## config.mk

```make
export PLATFORM = sky130hd
export DESIGN_NAME = core_demux
export DESIGN_NICKNAME = d
export VERILOG_FILES = /design/src/rtl/core_demux_pkg.sv /design/src/rtl/addr_decoder.sv /design/src/rtl/core_demux.sv /design/src/rtl/periph_txn_ctrl.sv /design/src/rtl/request_router.sv /design/src/rtl/resp_mux.sv
export SDC_FILE = /design/constraint.sdc
export NUM_CORES = 1
export LEC_CHECK = 0
export ABC_AREA = 1
export BUFFER_PORTS_ARGS = -buffer_cell sky130_fd_sc_hd__buf_2
export CAP_MARGIN = 5
export CORE_AREA = 10 10 160 162
export CTS_CLUSTER_SIZE = 25
export DETAILED_ROUTE_END_ITERATION = 10
export DIE_AREA = 0 0 170 172
export PLACE_DENSITY = 0.65
export SYNTH_ARGS = -nofsm -noshare
export SYNTH_HDL_FRONTEND = slang
export SYNTH_SLANG_ARGS = --single-unit
```

## constraint.sdc

```tcl
create_clock -name clk -period 1.5 [get_ports clk]
set_clock_uncertainty 0.15 [all_clocks]
set_input_delay 0 -clock clk [delete_from_list [all_inputs] [get_ports clk]]
set_output_delay 0 -clock clk [all_outputs]
set_load 0.02 [all_outputs]
```

## src/rtl/core_demux_pkg.sv

```systemverilog
// Core data-port demux package with shared widths, target encoding and request/response types

package core_demux_pkg;

   // ************************************************************
   // Widths
   // ************************************************************
   localparam int unsigned addr_w   = 32;
   localparam int unsigned data_w   = 32;
   localparam int unsigned be_w     = data_w / 8;
   localparam int unsigned region_w = 12;            // Address bits 31..20

   typedef logic [addr_w-1:0]   addr_t;
   typedef logic [data_w-1:0]   data_t;
   typedef logic [region_w-1:0] region_t;

   // ************************************************************
   // Targets
   // ************************************************************
   // Shared TCDM, peripheral interconnect, demux peripherals
   typedef enum logic [1:0]
   {
      target_sh,
      target_pe,
      target_ext
   } target_e;

   // ************************************************************
   // Request and response payloads
   // ************************************************************
   // Held steady by the requester until gnt
   typedef struct packed
   {
      addr_t           addr;
      logic            we_n;                          // Low means store
      data_t           wdata;
      logic [be_w-1:0] be;
   } core_req_t;

   // Single-cycle valid pulse, no back-pressure
   typedef struct packed
   {
      logic  valid;
      data_t rdata;
      logic  opc;                                     // Error flag
   } core_rsp_t;

endpackage

```

## src/rtl/addr_decoder.sv

```systemverilog
// Address decoder that remaps the top nibble and picks the target of a core request

`timescale 1ns/100ps

module addr_decoder
#(
   parameter bit                      remap_en   = 1'b1,
   parameter bit                      alias_en   = 1'b1,
   parameter core_demux_pkg::region_t alias_base = 12'h000
)
(
   input  logic [9:0]                base_addr_i,
   input  core_demux_pkg::core_req_t core_req_i,
   output core_demux_pkg::core_req_t req_o,
   output core_demux_pkg::target_e   target_o
);

   import core_demux_pkg::*;

   // Alias regions next to the alias base
   localparam region_t alias_sh_hi = region_t'(alias_base + 12'd1);
   localparam region_t alias_per   = region_t'(alias_base + 12'd2);

   logic [3:0] nibble_in;
   logic [3:0] nibble_out;
   addr_t      addr_remap;
   region_t    region;
   region_t    tcdm_rw;
   region_t    tcdm_ts;
   region_t    dem_per;
   logic       direct_link;
   logic       is_sh;
   logic       is_per;

   // ************************************************************
   // Address remap
   // ************************************************************
   assign nibble_in = core_req_i.addr[addr_w-1 -: 4];

   // Swap own cluster nibble with 1 and back
   always_comb
   begin
      nibble_out = nibble_in;
      if (remap_en)
      begin
         if (nibble_in == base_addr_i[9:6])
            nibble_out = 4'h1;
         else if (nibble_in == 4'h1)
            nibble_out = base_addr_i[9:6];
      end
   end

   assign addr_remap = {nibble_out, core_req_i.addr[addr_w-5:0]};

   always_comb
   begin
      req_o      = core_req_i;                        // Payload unchanged
      req_o.addr = addr_remap;
   end

   // ************************************************************
   // Region decode
   // ************************************************************
   assign region  = addr_remap[addr_w-1 -: region_w];
   assign tcdm_rw = {base_addr_i, 2'b00};
   assign tcdm_ts = {base_addr_i, 2'b01};
   assign dem_per = {base_addr_i, 2'b10};

   // Demux peripherals live at offsets 0x4000..0x7FFF
   assign direct_link = (addr_remap[19:16] == 4'h0) && (addr_remap[15:14] == 2'b01);

   assign is_sh  = (region == tcdm_rw) || (region == tcdm_ts)
                   || (alias_en && ((region == alias_base) || (region == alias_sh_hi)));
   assign is_per = (region == dem_per) || (alias_en && (region == alias_per));

   always_comb
   begin
      if (is_sh)
         target_o = target_sh;
      else if (is_per && direct_link)
         target_o = target_ext;
      else
         target_o = target_pe;                        // Rest of the memory map
   end

endmodule

```

## src/rtl/core_demux.sv

```systemverilog
// Core data-port demux top joining decoder, router, peripheral controller and response mux

`timescale 1ns/100ps

module core_demux
#(
   parameter bit                      remap_en   = 1'b1,
   parameter bit                      alias_en   = 1'b1,
   parameter core_demux_pkg::region_t alias_base = 12'h000
)
(
   input  logic                      clk,
   input  logic                      rst_ni,
   input  logic [9:0]                base_addr_i,

   // Core side
   input  logic                      core_req_i,
   input  core_demux_pkg::core_req_t core_req_data_i,
   output logic                      core_gnt_o,
   output core_demux_pkg::core_rsp_t core_rsp_o,

   // Shared TCDM
   output logic                      sh_req_o,
   output core_demux_pkg::core_req_t sh_data_o,
   input  logic                      sh_gnt_i,
   input  core_demux_pkg::core_rsp_t sh_rsp_i,

   // Demux peripherals
   output logic                      ext_req_o,
   output core_demux_pkg::core_req_t ext_data_o,
   input  logic                      ext_gnt_i,
   input  core_demux_pkg::core_rsp_t ext_rsp_i,

   // Peripheral interconnect
   output logic                      pe_req_o,
   output core_demux_pkg::core_req_t pe_data_o,
   input  logic                      pe_gnt_i,
   input  core_demux_pkg::core_rsp_t pe_rsp_i,

   // L2 performance strobes
   output logic                      perf_l2_ld_o,
   output logic                      perf_l2_st_o,
   output logic                      perf_l2_ld_cyc_o,
   output logic                      perf_l2_st_cyc_o
);

   import core_demux_pkg::*;

   core_req_t req_remap;
   target_e   target;
   logic      pe_req;
   logic      pe_gnt;
   core_rsp_t pe_rsp;

   assign sh_data_o  = req_remap;                     // Same payload to every target
   assign ext_data_o = req_remap;
   assign pe_data_o  = req_remap;

   addr_decoder #(
      .remap_en   (remap_en),
      .alias_en   (alias_en),
      .alias_base (alias_base)
   ) addr_decoder_i (
      .base_addr_i (base_addr_i),
      .core_req_i  (core_req_data_i),
      .req_o       (req_remap),
      .target_o    (target)
   );

   request_router request_router_i (
      .req_i            (core_req_i),
      .target_i         (target),
      .we_n_i           (req_remap.we_n),
      .sh_req_o         (sh_req_o),
      .ext_req_o        (ext_req_o),
      .pe_req_o         (pe_req),
      .sh_gnt_i         (sh_gnt_i),
      .ext_gnt_i        (ext_gnt_i),
      .pe_gnt_i         (pe_gnt),
      .gnt_o            (core_gnt_o),
      .perf_l2_ld_o     (perf_l2_ld_o),
      .perf_l2_st_o     (perf_l2_st_o),
      .perf_l2_ld_cyc_o (perf_l2_ld_cyc_o),
      .perf_l2_st_cyc_o (perf_l2_st_cyc_o)
   );

   periph_txn_ctrl periph_txn_ctrl_i (
      .clk      (clk),
      .rst_ni   (rst_ni),
      .req_i    (pe_req),
      .gnt_o    (pe_gnt),
      .pe_req_o (pe_req_o),
      .pe_gnt_i (pe_gnt_i),
      .pe_rsp_i (pe_rsp_i),
      .rsp_o    (pe_rsp)
   );

   resp_mux resp_mux_i (
      .clk       (clk),
      .rst_ni    (rst_ni),
      .req_i     (core_req_i),
      .target_i  (target),
      .sh_rsp_i  (sh_rsp_i),
      .pe_rsp_i  (pe_rsp),
      .ext_rsp_i (ext_rsp_i),
      .rsp_o     (core_rsp_o)
   );

endmodule

```

## src/rtl/periph_txn_ctrl.sv

```systemverilog
// Peripheral interconnect controller with one transaction in flight and a two-stage response

`timescale 1ns/100ps

module periph_txn_ctrl
(
   input  logic                      clk,
   input  logic                      rst_ni,

   input  logic                      req_i,
   output logic                      gnt_o,

   output logic                      pe_req_o,
   input  logic                      pe_gnt_i,
   input  core_demux_pkg::core_rsp_t pe_rsp_i,

   output core_demux_pkg::core_rsp_t rsp_o
);

   import core_demux_pkg::*;

   typedef enum logic [1:0]
   {
      st_idle,
      st_pending,
      st_granted
   } state_e;

   state_e state_q;
   state_e state_d;

   logic   valid0_q;
   data_t  rdata0_q;
   logic   opc0_q;
   logic   valid1_q;
   data_t  rdata1_q;
   logic   opc1_q;

   // ************************************************************
   // Transaction FSM
   // ************************************************************
   always_ff @(posedge clk or negedge rst_ni)
   begin
      if (!rst_ni)
         state_q <= st_idle;
      else
         state_q <= state_d;
   end

   always_comb
   begin
      state_d  = state_q;
      pe_req_o = 1'b0;
      gnt_o    = 1'b0;
      case (state_q)
         st_idle:
         begin
            pe_req_o = req_i;
            if (req_i && pe_gnt_i)
               state_d = st_pending;
         end
         st_pending:
         begin
            if (pe_rsp_i.valid)                       // Wait for the PE answer
               state_d = st_granted;
         end
         st_granted:
         begin
            gnt_o   = 1'b1;                           // Core sees its grant now
            state_d = st_idle;
         end
         default:
         begin
            state_d = st_idle;
         end
      endcase
   end

   // ************************************************************
   // Response pipeline
   // ************************************************************
   always_ff @(posedge clk or negedge rst_ni)
   begin
      if (!rst_ni)
      begin
         valid0_q <= 1'b0;
         valid1_q <= 1'b0;
      end
      else
      begin
         valid0_q <= pe_rsp_i.valid;
         valid1_q <= valid0_q;
      end
   end

   always_ff @(posedge clk)
   begin
      if (pe_rsp_i.valid)
      begin
         rdata0_q <= pe_rsp_i.rdata;
         opc0_q   <= pe_rsp_i.opc;
      end
      if (valid0_q)
      begin
         rdata1_q <= rdata0_q;
         opc1_q   <= opc0_q;
      end
   end

   assign rsp_o = '{valid: valid1_q, rdata: rdata1_q, opc: opc1_q};

   // PE must not answer a request it never got
   assert property (@(posedge clk) disable iff (!rst_ni)
                    (state_q == st_idle) |-> !pe_rsp_i.valid)
      else $error("PE r_valid while no transaction pending");

endmodule

```

## src/rtl/request_router.sv

```systemverilog
// Request router that steers req/gnt to the decoded target and makes L2 perf strobes

`timescale 1ns/100ps

module request_router
(
   input  logic                    req_i,
   input  core_demux_pkg::target_e target_i,
   input  logic                    we_n_i,

   output logic                    sh_req_o,
   output logic                    ext_req_o,
   output logic                    pe_req_o,
   input  logic                    sh_gnt_i,
   input  logic                    ext_gnt_i,
   input  logic                    pe_gnt_i,
   output logic                    gnt_o,

   output logic                    perf_l2_ld_o,
   output logic                    perf_l2_st_o,
   output logic                    perf_l2_ld_cyc_o,
   output logic                    perf_l2_st_cyc_o
);

   import core_demux_pkg::*;

   logic l2_req;

   // ************************************************************
   // Request and grant steering
   // ************************************************************
   assign sh_req_o  = req_i && (target_i == target_sh);
   assign ext_req_o = req_i && (target_i == target_ext);
   assign pe_req_o  = req_i && (target_i == target_pe);

   always_comb
   begin
      case (target_i)
         target_sh:  gnt_o = sh_gnt_i;
         target_ext: gnt_o = ext_gnt_i;
         target_pe:  gnt_o = pe_gnt_i;
         default:    gnt_o = 1'b0;
      endcase
   end

   // ************************************************************
   // L2 performance strobes
   // ************************************************************
   assign l2_req = req_i && (target_i != target_sh);  // Anything outside the TCDM

   assign perf_l2_ld_cyc_o = l2_req & we_n_i;
   assign perf_l2_st_cyc_o = l2_req & ~we_n_i;
   assign perf_l2_ld_o     = perf_l2_ld_cyc_o & gnt_o;
   assign perf_l2_st_o     = perf_l2_st_cyc_o & gnt_o;

   // A core request reaches exactly one target
   always_comb
   begin
      assert final (!req_i || $onehot({sh_req_o, ext_req_o, pe_req_o}))
         else $error("core request not steered to exactly one target");
   end

endmodule

```

## src/rtl/resp_mux.sv

```systemverilog
// Response mux that tracks the target of the last request and returns its response

`timescale 1ns/100ps

module resp_mux
(
   input  logic                      clk,
   input  logic                      rst_ni,

   input  logic                      req_i,
   input  core_demux_pkg::target_e   target_i,

   input  core_demux_pkg::core_rsp_t sh_rsp_i,
   input  core_demux_pkg::core_rsp_t pe_rsp_i,
   input  core_demux_pkg::core_rsp_t ext_rsp_i,

   output core_demux_pkg::core_rsp_t rsp_o
);

   import core_demux_pkg::*;

   target_e target_q;

   // ************************************************************
   // Response source tracking
   // ************************************************************
   // Updated on every request cycle, granted or not
   always_ff @(posedge clk or negedge rst_ni)
   begin
      if (!rst_ni)
         target_q <= target_sh;
      else if (req_i)
         target_q <= target_i;
   end

   // ************************************************************
   // Response select
   // ************************************************************
   always_comb
   begin
      case (target_q)
         target_sh:
         begin
            rsp_o     = sh_rsp_i;
            rsp_o.opc = 1'b0;                         // TCDM never reports errors
         end
         target_pe:
         begin
            rsp_o = pe_rsp_i;
         end
         target_ext:
         begin
            rsp_o = ext_rsp_i;
         end
         default:
         begin
            rsp_o = '0;
         end
      endcase
   end

endmodule

```

==> flow_metrics.py <==
metrics = {
    "cts": {
        "clkLatencyLatePin_ns": 0.32,
        "clk_pin_slew_ns": 0.05,
        "cts_buffers": 9,
        "cts_htree_levels": 3,
        "cts_root_buffer": "clkbuf_16",
        "cts_num_sinks": 72,
        "clk_path_buf_depth": 2,
        "cts_tree": "done",
    },
    "synth": {
        "synth_area_leaders": "edfxtp_1 39%, buf_4 30%, nand2_1 5.9%, o211ai_1 5.2%, nand3_1 4.6%",
        "ys_types": 29,
        "synthCells": 571,
        "yosys.area.top_type": "edfxtp_1",
        "synth.avg_cell_area_sq_um": 8.91,
        "synth_nets": 758,
        "ys_seq_elements": 72,
        "synth_top_area_share_pct": 38.9,
        "synth.yosys.warnings": 0,
        "syn_area_sq_um": 5090,
        "ys_seq_area_share_pct": 41.9,
    },
    "route": {
        "dr.first_iter.drc_count": 217,
        "drc_errors": 0,
        "route.met3.wl_microns": 1810,
        "routed_via_density": 4.17,
        "wl_met1_microns": 6950,
        "ant_nets": 0,
        "route.vias.total": 4283,
        "wl_per_cell_microns": 19.8,
        "topRoutingLayerUsed": "met4",
        "wl_met2_microns": 11400,
        "firstDrtPassIters": 5,
        "postRouteWirelength_microns": 20400,
    },
    "grt": {
        "grtUsageTotal_pct": 12.4,
        "grt_pass1_vias": 4517,
        "grt_pass1_wl_microns": 28000,
        "grt_max_degree": 36,
        "antenna_found_initial": 2,
        "grt_overflow": 0,
    },
    "timing": {
        "finalSetupViolations": 36,
        "fin_tns_setup_ns": -9.28,
        "worst_slack_ns": -0.324,
        "holdWs_ns": 0.109,
        "min_period_over_period_pct": 122,
        "fmax_mhz": 548,
        "final_hold_viol_count": 0,
        "rsz0062_at_grt": "yes",
        "worstMarginPinSlew_ns": 0.846,
        "maxSlewHeadroom_pct": 43.4,
        "final_max_slew_viol_count": 0,
        "layout_min_cycle_time_ns": 1.82,
    },
    "final_layout": {
        "final_cells": 1028,
        "fin_area_sq_um": 7070,
        "areaGrowthSynthToFinish_pct": 39.0,
        "fin_nets": 924,
        "drive_above_1_share_pct": 51.7,
    },
    "placed_design": {
        "gp_congestion": 0.878,
        "place_hpwl_microns": 15000,
        "dp_slack_ns": -0.174,
        "place_inst": 904,
        "numPortBuffers": 234,
        "placed_area_sq_um": 5310,
    },
    "die": {
        "std_cell_rows": 55,
        "num_io_pins": 436,
        "die_area_sq_um": 29200,
        "die_w_microns": 170,
        "die_height_microns": 172,
        "floorplan.initialDensity_pct": 22.8,
        "coreArea_sq_um": 22400,
    },
    "power_and_ir_drop": {
        "switching_share_pct": 32.5,
        "ir_drop_mv": 0.493,
        "pwr-share-comb_pct": 31.3,
        "p_per_area_nw_per_um2": 889,
        "internal_power_mw": 4.24,
        "clkPwrFrac_pct": 30.0,
        "p_seq_share_pct": 38.8,
        "p_leak_nw": 3.25,
        "switching_power_mw": 2.05,
    },
    "worst_setup_path": {
        "worstSetupEndpoint": "core_rsp_o[5]",
        "start_kind": "flip-flop",
        "r2r_start": "resp_mux_i.target_q[1]",
        "path_class": "flip-flop to output pin",
        "crit_path_start": "resp_mux_i.target_q[1]",
        "rr_worst_depth": 4,
        "cp.required_ns": 1.35,
        "critPathMaxFanout": 7,
        "end_kind": "output pin",
        "timing.rr.end": "resp_mux_i.target_q[1]",
        "ff2ff_setup_slack_ns": 0.14,
        "crit_arrival_ns": 1.67,
    },
    "flow_run": {
        "drv_cap": 0,
    },
    "status": {
        "violations": "negative setup slack",
        "status": "complete, but fails checks",
    },
    "worst_hold_path": {
        "min_path_type": "primary input to output pin",
    },
}
-- timing repair --
item / in CTS / in global routing
buffers inserted: 10 / 7
gates cloned: 3 / 0
gates resized for setup: 84 / 71
pin swaps: 29 / 33
setup endpoints to repair: 42 / 42
hold buffers: 88 / 0
hold endpoints to repair: 193 / 0
-- worst min path at each step --
stage | from | end | depth (start not counted) | slack (ns)
detailed placement | rst_ni | periph_txn_ctrl_i.valid1_q | 1 | -0.28
global route | core_req_data_i[55] | pe_data_o[55] | 2 | 0.13
CTS | core_req_data_i[56] | sh_data_o[56] | 2 | 0.11
global placement | rst_ni | periph_txn_ctrl_i.valid1_q | 1 | -0.29
finish | core_req_data_i[56] | pe_data_o[56] | 2 | 0.11
floorplan | rst_ni | periph_txn_ctrl_i.state_q[0] | 0 | -0.45
-- metal layers --
| layer | track usage [%] | vias to the layer above |
|---|---|---|
| met2 | 24.0 | 267 |
| met3 | 4.10 | 15 |
| met5 | 0 | - |
| li1 | - | 2003 |
| met1 | 12.4 | 1998 |
| met4 | 3.62 | 0 |
-- cells in the mapped netlist --
cell type    n
nor2_4       2
xor2_1       1
o21ai_2      1
xnor2_1      3
nand3_2      2
inv_2        4
nand4_1      4
inv_1       61
buf_2        3
clkbuf_1    10
nand2_4      1
nand2_2      7
nand3_1     47
nor3_2       2
edfxtp_1    66
clkinv_1     1
o21ai_1      2
or2_2        1
nor2_1      16
buf_1        1
nor3_1       4
nor4_1       2
o21ai_0      2
dfrtp_1      6
nand2_1     80
buf_4      203
o211ai_1    35
or2_0        1
nor2_2       3
-- placed cells by master, fill, tap and decap left out, types with 10 or more instances in the layout --
| cell | n |
|---|---|
| nand2_2 | 29 |
| dlygate4sd3_1 | 88 |
| edfxtp_1 | 66 |
| buf_2 | 185 |
| buf_6 | 16 |
| o211ai_1 | 35 |
| inv_2 | 10 |
| buf_4 | 73 |
| nand2_1 | 55 |
| inv_1 | 49 |
| nand3_1 | 39 |
| nor2_1 | 11 |
-- metrics by stage --
| step | power [mW] | utilization [%] |
|---|---|---|
| 3_3_place_gp | 3.66 | 23.8 |
| 3_5_place_dp | 3.68 | 23.8 |
| 2_1_floorplan | 3.75 | - |
| 5_1_grt | 6.59 | 31.6 |
| 4_1_cts | 6.29 | 30.3 |
| 6_report | 6.29 | 31.6 |
-- power groups by stage --
stage,Combinational [mW],Clock [mW],Sequential [mW]
floorplan,1.28,0,2.47
global placement,1.19,0,2.47
detailed placement,1.19,0,2.48
CTS,1.91,1.94,2.44
global route,2.10,2.03,2.45
finish,1.96,1.88,2.44
-- cell type report --
type | count | area (sq um)
Antenna cell | 2 | 5.00
Tap cell | 285 | 357
Clock inverter | 6 | 36.3
Multi-Input combinational cell | 219 | 1390
Timing Repair Buffer | 369 | 2660
Sequential cell | 72 | 2140
Clock buffer | 9 | 225
Fill cell | 2255 | 15300
Inverter | 66 | 268
-- state kept, by name, summed over array words and instances, names as in the netlist --
signal and cells:
periph_txn_ctrl_i.opc1_q 1, periph_txn_ctrl_i.rdata0_q 32, periph_txn_ctrl_i.rdata1_q 32, periph_txn_ctrl_i.state_q 2, resp_mux_i.target_q 2, periph_txn_ctrl_i.valid0_q 1, periph_txn_ctrl_i.opc0_q 1, periph_txn_ctrl_i.valid1_q 1
-- worst max-delay path, stage by stage (launching register included) --
cell and delay (ns):
dfrtp_2 0.47, or2_4 0.35, buf_4 0.16, o211ai_1 0.18, buf_4 0.18
-- cell families (layout without fill, tap and decap cells) --
kind of cell / Yosys count / count (layout) / share of synthesized area, %
buffers and inverters: 283 / 450 / 35.9
AND/OR/NAND/NOR: 172 / 175 / 15.8
flip-flops: 72 / 72 / 41.9
other: 0 / 2 / 0
XOR/XNOR: 4 / 4 / 0.689
AO/OA/AOI/OAI: 40 / 40 / 5.73
No activity file was read; power rests on OpenSTA's default activity.
